<file path="config.mk">
export PLATFORM = sky130hd
export DESIGN_NAME = tileVideoTop
export DESIGN_NICKNAME = d
export VERILOG_FILES = /design/src/videoPkg.sv /design/src/hostPkg.sv /design/src/videoTiming.sv /design/src/hostWriteQueue.sv /design/src/tileRamArbiter.sv /design/src/tileSerializer.sv /design/src/tileVideoTop.sv
export VERILOG_INCLUDE_DIRS = /design/src
export SDC_FILE = /design/constraint.sdc
export NUM_CORES = 1
export LEC_CHECK = 0
export BUFFER_PORTS_ARGS = -buffer_cell sky130_fd_sc_hd__buf_2
export CAP_MARGIN = 20
export CORE_MARGIN = 2
export CORE_UTILIZATION = 46
export CTS_CLUSTER_SIZE = 14
export DETAILED_ROUTE_END_ITERATION = 16
export SLEW_MARGIN = 20
export SYNTH_ARGS = -nofsm -noshare
export SYNTH_HDL_FRONTEND = slang
export SYNTH_HIERARCHICAL = 1
export SYNTH_SLANG_ARGS = --single-unit
export TNS_END_PERCENT = 20
</file>
<file path="constraint.sdc">
create_clock -name clk -period 3.6 [get_ports clk]
set_clock_uncertainty 0.2 [all_clocks]
set_input_delay 0.18 -clock clk [delete_from_list [all_inputs] [get_ports clk]]
set_output_delay 0.18 -clock clk [all_outputs]
set_load 0.03 [all_outputs]
</file>
<file path="src/tileVideo_params.svh">
// tiles are square (TV_TILE_W lines high), TV_PIX_DIV >= 2, TV_CREDITS a power of two
`ifndef TILEVIDEO_PARAMS_SVH
`define TILEVIDEO_PARAMS_SVH

// ==============================
// horizontal timing, in pixels
`define TV_H_ACTIVE    64
`define TV_H_TOTAL     96
`define TV_HSYNC_START 72
`define TV_HSYNC_END   80

// ==============================
// vertical timing, in lines
`define TV_V_ACTIVE    16
`define TV_V_TOTAL     20
`define TV_VSYNC_LINE  17

// ==============================
// tiles, clocking and host path
`define TV_TILE_W      8
`define TV_COLS        8
`define TV_PIX_DIV     2
`define TV_RAM_WORDS   16
// credits held by the host, same as the command FIFO depth
`define TV_CREDITS     4

`endif

</file>
<file path="src/videoPkg.sv">
// counter and RAM widths are fixed here and must cover the ranges in tileVideo_params.svh
package videoPkg;

   // pixel and line counters
   typedef logic [6:0] hCount_t;
   typedef logic [4:0] vCount_t;

   // tile RAM
   typedef logic [3:0] ramAddr_t;
   typedef logic [7:0] ramData_t;

   // last grant given by the arbiter
   typedef enum logic [1:0] {ARB_IDLE, ARB_READ, ARB_WRITE} arbState_t;

endpackage

</file>
<file path="src/hostPkg.sv">
// credit_t must hold the value TV_CREDITS itself, not only TV_CREDITS - 1
package hostPkg;

   // host commands
   typedef enum logic
   {
      OP_WRITE_TILE = 1'b0,
      OP_SET_FLIP   = 1'b1
   } hostOp_t;

   // commands held in the queue, 0 up to TV_CREDITS
   typedef logic [2:0] credit_t;

endpackage

</file>
<file path="src/videoTiming.sv">
// counters come out of reset at the last pixel of the frame, so blank_o starts high
`timescale 1ns/1ps
`include "tileVideo_params.svh"

module videoTiming
(
   input  logic              clk,
   input  logic              CR,
   output logic              pixEn_o,
   output videoPkg::hCount_t hCount_o,
   output videoPkg::vCount_t vCount_o,
   output logic              hsync_o,
   output logic              vsync_o,
   output logic              blank_o
);

   localparam int divWidth = $clog2(`TV_PIX_DIV);
   localparam logic [divWidth-1:0] divLast = divWidth'(`TV_PIX_DIV - 1);

   logic [divWidth-1:0] divCnt;
   videoPkg::hCount_t   hNext;
   videoPkg::vCount_t   vNext;

   // pixel enable divider
   assign pixEn_o = (divCnt == divLast);

   always_ff @(posedge clk or negedge CR)
   begin
      if (!CR)
         divCnt <= '0;
      else if (pixEn_o)
         divCnt <= '0;
      else
         divCnt <= divCnt + 1'b1;
   end

   // next position, line wraps into the next frame line
   always_comb
   begin
      hNext = hCount_o + 1'b1;
      vNext = vCount_o;
      if (hCount_o == videoPkg::hCount_t'(`TV_H_TOTAL - 1))
      begin
         hNext = '0;
         if (vCount_o == videoPkg::vCount_t'(`TV_V_TOTAL - 1))
            vNext = '0;
         else
            vNext = vCount_o + 1'b1;
      end
   end

   // sync and blank decoded from the next position, so they line up with the counters
   always_ff @(posedge clk or negedge CR)
   begin
      if (!CR)
      begin
         hCount_o <= videoPkg::hCount_t'(`TV_H_TOTAL - 1);
         vCount_o <= videoPkg::vCount_t'(`TV_V_TOTAL - 1);
         hsync_o  <= 1'b0;
         vsync_o  <= 1'b0;
         blank_o  <= 1'b1;
      end
      else if (pixEn_o)
      begin
         hCount_o <= hNext;
         vCount_o <= vNext;
         hsync_o  <= (hNext >= videoPkg::hCount_t'(`TV_HSYNC_START)) &&
                     (hNext < videoPkg::hCount_t'(`TV_HSYNC_END));
         vsync_o  <= (vNext == videoPkg::vCount_t'(`TV_VSYNC_LINE));
         blank_o  <= (hNext >= videoPkg::hCount_t'(`TV_H_ACTIVE)) ||
                     (vNext >= videoPkg::vCount_t'(`TV_V_ACTIVE));
      end
   end

endmodule

</file>
<file path="src/hostWriteQueue.sv">
// the host must hold a credit for every hostValid_i, since a push into a full FIFO is not caught
`timescale 1ns/1ps
`include "tileVideo_params.svh"

module hostWriteQueue
(
   input  logic               clk,
   input  logic               CR,
   input  logic               hostValid_i,
   input  hostPkg::hostOp_t   hostOp_i,
   input  videoPkg::ramAddr_t hostAddr_i,
   input  videoPkg::ramData_t hostData_i,
   input  logic               wrDone_i,
   output logic               wrReq_o,
   output videoPkg::ramAddr_t wrAddr_o,
   output videoPkg::ramData_t wrData_o,
   output logic               flip_o,
   output logic               hostCredit_o
);

   localparam int ptrWidth = $clog2(`TV_CREDITS);

   hostPkg::hostOp_t    fifoOp   [`TV_CREDITS];
   videoPkg::ramAddr_t  fifoAddr [`TV_CREDITS];
   videoPkg::ramData_t  fifoData [`TV_CREDITS];
   logic [ptrWidth-1:0] wrPtr;
   logic [ptrWidth-1:0] rdPtr;
   hostPkg::credit_t    count;
   logic                headValid;
   logic                headIsFlip;
   logic                popWrite;
   logic                popFlip;
   logic                flipCredit;

   // ==============================
   // head of the queue
   assign headValid  = (count != '0);
   assign headIsFlip = (fifoOp[rdPtr] == hostPkg::OP_SET_FLIP);
   // head stays put while a write is pending
   assign wrAddr_o   = fifoAddr[rdPtr];
   assign wrData_o   = fifoData[rdPtr];

   assign popWrite = wrReq_o && wrDone_i;
   assign popFlip  = headValid && headIsFlip && !wrReq_o;

   // write credit comes back with wrDone, flip credit one cycle after the head
   assign hostCredit_o = popWrite | flipCredit;

   always_ff @(posedge clk)
   begin
      if (hostValid_i)
      begin
         fifoOp[wrPtr]   <= hostOp_i;
         fifoAddr[wrPtr] <= hostAddr_i;
         fifoData[wrPtr] <= hostData_i;
      end
   end

   // ==============================
   // pointers, write request and flip register
   always_ff @(posedge clk or negedge CR)
   begin
      if (!CR)
      begin
         wrPtr      <= '0;
         rdPtr      <= '0;
         count      <= '0;
         wrReq_o    <= 1'b0;
         flip_o     <= 1'b0;
         flipCredit <= 1'b0;
      end
      else
      begin
         if (hostValid_i)
            wrPtr <= wrPtr + 1'b1;
         if (popWrite || popFlip)
            rdPtr <= rdPtr + 1'b1;
         count <= count + hostPkg::credit_t'(hostValid_i) -
                  hostPkg::credit_t'(popWrite || popFlip);

         if (popWrite)
            wrReq_o <= 1'b0;
         else if (headValid && !headIsFlip && !wrReq_o)
            wrReq_o <= 1'b1;

         if (popFlip)
            flip_o <= fifoData[rdPtr][0];
         flipCredit <= popFlip;
      end
   end

endmodule

</file>
<file path="src/tileRamArbiter.sv">
// reads always win; a write waits for a free cycle and cannot be granted twice in a row
`timescale 1ns/1ps
`include "tileVideo_params.svh"

module tileRamArbiter
(
   input  logic               clk,
   input  logic               CR,
   input  logic               rdReq_i,
   input  videoPkg::ramAddr_t rdAddr_i,
   output videoPkg::ramData_t rdData_o,
   input  logic               wrReq_i,
   input  videoPkg::ramAddr_t wrAddr_i,
   input  videoPkg::ramData_t wrData_i,
   output logic               wrDone_o
);

   videoPkg::ramData_t  ram [`TV_RAM_WORDS];
   videoPkg::arbState_t state;
   logic                grantWr;

   // ==============================
   // fixed priority grant
   // no write grant while the previous write's done is still showing
   assign grantWr  = wrReq_i && !rdReq_i && (state != videoPkg::ARB_WRITE);
   assign wrDone_o = (state == videoPkg::ARB_WRITE);

   always_ff @(posedge clk or negedge CR)
   begin
      if (!CR)
         state <= videoPkg::ARB_IDLE;
      else if (rdReq_i)
         state <= videoPkg::ARB_READ;
      else if (grantWr)
         state <= videoPkg::ARB_WRITE;
      else
         state <= videoPkg::ARB_IDLE;
   end

   // ==============================
   // tile RAM, one port shared by both sides
   always_ff @(posedge clk)
   begin
      if (rdReq_i)
         rdData_o <= ram[rdAddr_i];
      if (grantWr)
         ram[wrAddr_i] <= wrData_i;
   end

endmodule

</file>
<file path="src/tileSerializer.sv">
// pixel, blank and sync outputs lag the timing counters by one pixel; flip is sampled per tile
`timescale 1ns/1ps
`include "tileVideo_params.svh"

module tileSerializer
(
   input  logic               clk,
   input  logic               CR,
   input  logic               pixEn_i,
   input  videoPkg::hCount_t  hCount_i,
   input  videoPkg::vCount_t  vCount_i,
   input  logic               hsync_i,
   input  logic               vsync_i,
   input  logic               blank_i,
   input  logic               flip_i,
   output logic               rdReq_o,
   output videoPkg::ramAddr_t rdAddr_o,
   input  videoPkg::ramData_t rdData_i,
   output logic               pixel_o,
   output logic               blank_o,
   output logic               hsync_o,
   output logic               vsync_o
);

   videoPkg::hCount_t  tileIdx;
   videoPkg::hCount_t  fetchCol;
   videoPkg::vCount_t  fetchLine;
   logic               boundary;
   logic               leadIn;
   logic               fetchNow;
   logic               rdWait;
   logic               flipTile;
   videoPkg::ramData_t tileBuf;
   videoPkg::ramData_t shiftReg;

   // ==============================
   // fetch side
   assign tileIdx  = hCount_i / videoPkg::hCount_t'(`TV_TILE_W);
   assign boundary = ((hCount_i % videoPkg::hCount_t'(`TV_TILE_W)) == '0);
   // last tile slot of the line, used to fetch column 0 of the next line
   assign leadIn   = (hCount_i == videoPkg::hCount_t'(`TV_H_TOTAL - `TV_TILE_W));

   always_comb
   begin
      fetchLine = vCount_i;
      fetchCol  = tileIdx + 1'b1;
      if (leadIn)
      begin
         fetchCol = '0;
         if (vCount_i == videoPkg::vCount_t'(`TV_V_TOTAL - 1))
            fetchLine = '0;
         else
            fetchLine = vCount_i + 1'b1;
      end
      fetchNow = pixEn_i && boundary &&
                 (fetchCol < videoPkg::hCount_t'(`TV_COLS)) &&
                 (fetchLine < videoPkg::vCount_t'(`TV_V_ACTIVE));
   end

   always_ff @(posedge clk)
   begin
      if (fetchNow)
         rdAddr_o <= videoPkg::ramAddr_t'((fetchLine / `TV_TILE_W) * `TV_COLS + fetchCol);
   end

   // tileBuf is cleared at each boundary, so slots without a fetch show zero
   always_ff @(posedge clk or negedge CR)
   begin
      if (!CR)
      begin
         rdReq_o <= 1'b0;
         rdWait  <= 1'b0;
         tileBuf <= '0;
      end
      else
      begin
         rdReq_o <= fetchNow;
         rdWait  <= rdReq_o;
         if (rdWait)
            tileBuf <= rdData_i;
         else if (pixEn_i && boundary)
            tileBuf <= '0;
      end
   end

   // ==============================
   // shift register, MSB first normally, LSB first when flipped
   always_ff @(posedge clk or negedge CR)
   begin
      if (!CR)
      begin
         shiftReg <= '0;
         flipTile <= 1'b0;
         blank_o  <= 1'b1;
         hsync_o  <= 1'b0;
         vsync_o  <= 1'b0;
      end
      else if (pixEn_i)
      begin
         // timing delayed by one pixel, same as the load below
         blank_o <= blank_i;
         hsync_o <= hsync_i;
         vsync_o <= vsync_i;
         if (boundary)
         begin
            shiftReg <= tileBuf;
            flipTile <= flip_i;
         end
         else if (flipTile)
            shiftReg <= {1'b0, shiftReg[7:1]};
         else
            shiftReg <= {shiftReg[6:0], 1'b0};
      end
   end

   assign pixel_o = flipTile ? shiftReg[0] : shiftReg[7];

endmodule

</file>
<file path="src/tileVideoTop.sv">
// hostValid_i must only be raised while the host holds a credit, there is no other back-pressure
`timescale 1ns/1ps

module tileVideoTop
(
   input  logic               clk,
   input  logic               CR,
   input  logic               hostValid_i,
   input  hostPkg::hostOp_t   hostOp_i,
   input  videoPkg::ramAddr_t hostAddr_i,
   input  videoPkg::ramData_t hostData_i,
   output logic               hostCredit_o,
   output logic               pixel_o,
   output logic               blank_o,
   output logic               hsync_o,
   output logic               vsync_o
);

   // ==============================
   // timing to serializer
   logic               pixEn;
   videoPkg::hCount_t  hCount;
   videoPkg::vCount_t  vCount;
   logic               tHsync;
   logic               tVsync;
   logic               tBlank;

   // host queue and serializer to arbiter
   logic               wrReq;
   videoPkg::ramAddr_t wrAddr;
   videoPkg::ramData_t wrData;
   logic               wrDone;
   logic               flip;
   logic               rdReq;
   videoPkg::ramAddr_t rdAddr;
   videoPkg::ramData_t rdData;

   videoTiming uTiming
   (
      .clk      (clk),
      .CR       (CR),
      .pixEn_o  (pixEn),
      .hCount_o (hCount),
      .vCount_o (vCount),
      .hsync_o  (tHsync),
      .vsync_o  (tVsync),
      .blank_o  (tBlank)
   );

   hostWriteQueue uQueue
   (
      .clk          (clk),
      .CR           (CR),
      .hostValid_i  (hostValid_i),
      .hostOp_i     (hostOp_i),
      .hostAddr_i   (hostAddr_i),
      .hostData_i   (hostData_i),
      .wrDone_i     (wrDone),
      .wrReq_o      (wrReq),
      .wrAddr_o     (wrAddr),
      .wrData_o     (wrData),
      .flip_o       (flip),
      .hostCredit_o (hostCredit_o)
   );

   tileRamArbiter uArbiter
   (
      .clk      (clk),
      .CR       (CR),
      .rdReq_i  (rdReq),
      .rdAddr_i (rdAddr),
      .rdData_o (rdData),
      .wrReq_i  (wrReq),
      .wrAddr_i (wrAddr),
      .wrData_i (wrData),
      .wrDone_o (wrDone)
   );

   tileSerializer uSerializer
   (
      .clk      (clk),
      .CR       (CR),
      .pixEn_i  (pixEn),
      .hCount_i (hCount),
      .vCount_i (vCount),
      .hsync_i  (tHsync),
      .vsync_i  (tVsync),
      .blank_i  (tBlank),
      .flip_i   (flip),
      .rdReq_o  (rdReq),
      .rdAddr_o (rdAddr),
      .rdData_i (rdData),
      .pixel_o  (pixel_o),
      .blank_o  (blank_o),
      .hsync_o  (hsync_o),
      .vsync_o  (vsync_o)
   );

endmodule

</file>
Word-level counts from Yosys, hierarchy flattened
Memories as Yosys holds them, arrays and structs flattened. A register that Yosys moved wholly into a read port is not among the register bits.
Cells that the tools add are included.

cells by class
  add/sub/neg operators = 9
  order comparisons = 6
  eq/ne operators = 6
  muxes and demuxes = 19
  bitwise operators = 1
  reductions and logical operators = 21

operator list
  cell                                                      number
  two-way mux 8 bit                                         4
  two-way mux 5 bit                                         4
  == test 7 bit, second input constant                      2
  greater-or-equal comparator 7 bit, second input constant  2
  logical AND 1 bit                                         11
  == test 5 bit, second input constant                      2
  two-way mux 1 bit                                         8
  adder 7 x 1 -> 7 bit, second input constant               1
  zero test 7 bit                                           1
  < comparator 7 bit, second input constant                 1
  two-way mux 7 bit                                         1
  adder 4 x 1 -> 5 bit, second input constant               1
  adder 5 x 1 -> 5 bit, second input constant               1
  greater-or-equal comparator 5 bit, second input constant  1
  < comparator 5 x 4 -> 1 bit, second input constant        1
  < comparator 5 bit, second input constant                 1
  adder 2 x 1 -> 2 bit, second input constant               2
  adder 4 bit                                               1
  two-way mux 2 bit                                         2
  nonzero test 2 bit                                        2
  adder 3 x 1 -> 3 bit                                      1
  zero test 1 bit                                           3
  nonzero test 3 bit                                        1
  subtractor 3 x 1 -> 3 bit                                 1
  6 further kinds                                           7

storage, ports and cells
  register bits = 54
  RAM bits = 180
  input port bits = 16
  output and inout bits = 5
  word-level logic and storage cells = 88
  memories = 4

memories
  memory           words  width  read ports  clocked after Yosys merged registers in  wr ports  line                  text
  uArbiter.ram     16     8      1           1                                        1         tileRamArbiter.sv:18  videoPkg::ramData_t ram [`TV_RAM_WORDS];
  uQueue.fifoData  4      8      1           0                                        1         hostWriteQueue.sv:25  videoPkg::ramData_t fifoData [`TV_CREDITS];
  uQueue.fifoAddr  4      4      1           0                                        1         hostWriteQueue.sv:24  videoPkg::ramAddr_t fifoAddr [`TV_CREDITS];
  uQueue.fifoOp    4      1      1           0                                        1         hostWriteQueue.sv:23  hostPkg::hostOp_t fifoOp [`TV_CREDITS];

Logic depth before layout (Yosys ltp)
An unclocked memory read counts as a cell.

  word-level depth = 6
  gate-level depth with buffers = 10
  depth with buffers taken out = 10

By module
Netlist, hierarchy kept.

by module, submodules not included
  module          times used  cells an instance  area an instance (um^2)  seq. area each (um^2)
  tileRamArbiter  1           235                5320.1                   4134.0
  hostWriteQueue  1           120                2459.9                   1811.7
  tileSerializer  1           105                1287.5                   671.9
  videoTiming     1           80                 855.8                    412.9

Worst setup path before layout
No wires, ideal clock.

  path type = reg2reg
  from = reg uQueue.rdPtr[1]
  to = mem uArbiter/ram[0][0] (netlist name) (enable)
  setup time = 0.383 ns
  arrival time = 2.457 ns
  required time = 3.017 ns
  path slack = 0.559 ns
  stages on the path, launching flop included = 6
  period minus slack after synthesis = 3.041 ns
  path through = dfrtp_1 -> clkbuf_1 -> clkbuf_1 -> mux4_1 -> or4b_1 -> nor3_1

between the ends
  word-level cells in the longest chain between the ends = 1

ends and longest elaborated chain
  item                      line                  text
  start: declaration        hostWriteQueue.sv:27  logic [ptrWidth-1:0] rdPtr;
  start signal: assignment  hostWriteQueue.sv:77  rdPtr <= rdPtr + 1'b1;
  memory read (4 x 4 bit)   --
  net wrAddr[1]             tileVideoTop.sv:30    videoPkg::ramAddr_t wrAddr;
  end: declaration          tileRamArbiter.sv:18

The timed path passes the listed nets, and every way through them passes these cells.

Worst setup path after layout
  from = reg uQueue.rdPtr[0]
  to = mem uArbiter/ram[8][0] (netlist name) (enable)

The elaborated chain is that of the path after synthesis.

==> summary.txt <==
Run status
  • Status: finished clean

Place
  • PortBufs: 20
  • GPL Wtd Cong: 0.7778
  • DP Area: 0.01028 mm²
  • Post-DP HPWL: 11600 µm
  • DP Worst Slack: 0.5377 ns

Drt
  • Avg WL per Cell: 20.62 µm
  • DRC: 0
  • Iter 0 DRT Violations: 407
  • Pre-antenna DRT Iters: 5
  • DR vias/cell: 5.644
  • WL final: 18270 µm
  • Remaining antenna violation count after routing: 0
  • Vias: 5001

Global route
  • Largest net degree at the start of global routing: 33
  • GR Util All Layers: 0.1684
  • Grt total ovfl: 0
  • Initial antenna violation count: 0
  • First-pass GRT wire length: 28950 µm
  • Vias in the first global route: 5147

Clock network
  • Clk sinks: 242
  • CTS root buf: clkbuf_16
  • TritonCTS Buffers: 26
  • CTS tree: built
  • Setup Fix Bufs, Post-CTS: 0
  • Latest clock arrival within the worst-skew pair: 0.53 ns
  • H-tree depth: 1
  • Reg clk slew, reported paths: 0.06 ns
  • Longest Clk Path Bufs: 3

Die
  • Cell Rows: 53
  • Die outline height: 150.9 µm
  • # IOs: 21
  • Starting Density: 0.4706
  • Die width: 150.9 µm
  • Core Box Area: 0.02109 mm²
  • Die area: 0.02276 mm²

Layout
  • ANT cells: 0
  • Total Nets Final: 617
  • Area grow syn2layout: 14.05%
  • Core Util, Final: 0.5367
  • Final Instance Area: 0.01132 mm²
  • Share of layout cells above drive strength 1: 0.2079

STA
  • Hold Fails Final Rpt: 0
  • Slew Limit Fails: 0
  • Tmin final: 3.070 ns
  • Final worst slack: 0.5305 ns
  • Post-route setup TNS: 0 ns
  • Setup violations, final: 0
  • Slew HR: 0.4199
  • Fmax: 325.8 MHz
  • RSZ-0062 raised after global routing: false
  • Slew @ Worst Pin: 0.8669 ns
  • Fin crit share: 0.8526

Worst setup path
  • Worst Path Required: 3.56 ns
  • CP bufs+invs: 0
  • Worst setup SP type: flip-flop
  • CP delay by family, top: simple AND/OR/NAND/NOR gates
  • Slowest Stage Delay on Critical Path: 0.68 ns
  • Crit-path cells: mux4_1 -> or4b_1 -> nor2_1
  • Data arrival, critical path: 3.03 ns
  • Endpoint class of the critical path: flip-flop
  • Crit Path Max Fanout: 10
  • Slowest CP cell: mux4_1
  • Setup CP Type: reg2reg

Hold path
  • Worst hold path class: in2async

Power and ir drop
  • Reg power frac: 0.493
  • Logic pwr share: 0.167
  • Pwr/cell area: 699.6 mW/mm²
  • Sw frac: 0.2687
  • Pint: 5790 µW
  • Peak VDD IR: 0.5866 mV
  • Clock power share: 0.340
  • Leak pwr: 0.004021 µW
  • Psw: 2127 µW

Synthesis
  • Synth top area cells: edfxtp_1 58%, dfrtp_1 9.8%, mux4_1 6.6%, mux4_2 4.5%, dfstp_2 2.9%
  • Post-synth EDFFs: 192
  • Yosys cell types: 65
  • Synthesized Nets: 566
  • Post-synthesis cell count: 540
  • Synth Warn #: 6
  • Synth top area share: 0.5810
  • Mapped Avg Cell Area: 18.38 µm²
  • Seq/Total Area, Yosys: 0.7085
  • Main synth FF type: edfxtp_1
  • Async SR Flop Fraction: 0.2066
  • #FFs+latches synth: 242
  • Mapped Area: 0.009923 mm²
  • Synth area leader: edfxtp_1

Job
  • Max-cap violations: 0
-- cell families (layout without fill, tap and decap cells) --
| family | count (synthesis) | in the layout | share of synthesized area |
|---|---|---|---|
| flip-flops | 242 | 242 | 0.7085 |
| AND/OR/NAND/NOR | 104 | 104 | 0.05775 |
| multiplexers | 70 | 70 | 0.1392 |
| AO/OA/AOI/OAI | 68 | 68 | 0.05107 |
| buffers and inverters | 37 | 108 | 0.02219 |
| adder cells (fa/ha/maj) | 10 | 10 | 0.01337 |
| XOR/XNOR | 9 | 9 | 0.007944 |
-- Yosys cell counts (all sizes together) (2+ instances only) --
cell type and count:
o31ai 2, a22o 8, buf 17, clkbuf 4, o21ai 5, nor2 23
a31oi 5, a211oi 2, edfxtp 192, a41oi 2, nand3 6, xnor2 8
nand2 22, nor2b 9, nand4b 7, clkdlybuf4s25 3, nand4 4, mux4 45
ha 9, and2 6, a32o 2, inv 12, a21oi 11, mux2 16
a21o 3, a22oi 18, a21boi 2, mux2i 9, nor3 6, nor4 7
or3 2, nand2b 6, dfstp 11, dfrtp 39
-- registers in the layout, summed over array words and instances, names as in the netlist, 2 cells and up --
register              cells
uTiming/vCount_o          5
uSerializer/tileBuf       8
uArbiter/rdData_o         8
uQueue/rdPtr              2
uArbiter/state            2
uTiming/hCount_o          7
uQueue/fifoAddr          16
uArbiter/ram            128
uSerializer/rdAddr_o      4
uSerializer/shiftReg      8
uQueue/count              3
uQueue/wrPtr              2
uQueue/fifoData          32
uQueue/fifoOp             4
-- final cells by class --
class                      count  area [µm²]
multi-input combinational    261        2673
sequential                   242        7030
timing repair buffer          47       342.8
clock inverter                18       212.7
tap                          275       344.1
clock buffer                  30       665.6
inverter                      13       48.80
fill                        1677        9771
-- power by group through the flow --
stage                     logic, µW  clock network [µW]  registers [µW]
after floorplan                 932                   0            3850
after global placement         1270                   0            3950
after detailed placement       1310                   0            3970
after CTS                      1330                2740            3910
after global routing           1460                2850            3950
final                          1320                2690            3910
-- repair_timing --
action                                 CTS  global route
hold buffers                            16             0
gates resized for setup                  0             0
endpoints found under the hold margin  101             0
-- worst reg2reg max path, stage by stage, from the launching register on --
cell,delay [ns]
dfrtp_1,0.57
mux4_1,0.68
or4b_1,0.67
nor2_1,0.59
-- per-stage QoR --
stage	instances	power, µW	hold slack, ns
3_3_place_gp	822	5216	-0.01589
6_report	886	7918	0.05094
3_5_place_dp	822	5280	-0.003913
4_1_cts	886	7987	0.01639
5_1_grt	886	8267	0.05961
2_1_floorplan	540	4781	-0.3156
-- layout by cell type (no fill, tap or decap), types with 9 or more instances in the layout --
cell           synthesis  final
mux2i_1                9      9
buf_2                  8     20
inv_1                 11     11
edfxtp_1             192    192
mux2_2                14     14
mux4_2                20     20
nor2_1                23     23
a22oi_1               18     18
mux4_1                25     25
nand2_1               22     22
clkbuf_16              0     26
a21oi_1               10     10
dlygate4sd3_1          0     16
ha_1                   9      9
dfstp_2               11     11
nor2b_1                9      9
buf_4                  2     11
dfrtp_1               39     39
-- metal layers --
| layer | track usage | wire (µm) | vias to the layer above |
|---|---|---|---|
| li1 | - | - | 2291 |
| met5 | 0 | 0 | - |
| met3 | 0.02801 | 803 | 39 |
| met1 | 0.2417 | 8297 | 2544 |
| met2 | 0.2684 | 8659 | 127 |
| met4 | 0.05000 | 503 | 0 |
-- final timing paths --
| kind | slack [ns] | endpoint | from | cells past startpoint |
|---|---|---|---|---|
| worst min-delay path | 0.05 | uTiming/vCount_o[4] | CR | 2 |
| min in group clk | 0.20 | uQueue/fifoOp[3] | hostOp_i | 2 |
| worst max register to register | 0.53 | uArbiter/ram[8][0] | uQueue/rdPtr[0] | 3 |
| worst min register to register | 0.28 | uSerializer/tileBuf[4] | uArbiter/rdData_o[4] | 1 |
| worst max-delay path | 0.53 | uArbiter/ram[8][0] | uQueue/rdPtr[0] | 3 |
| max in group asynchronous | 1.90 | uSerializer/rdReq_o | CR | 3 |
(Power assumes the default switching activity.)
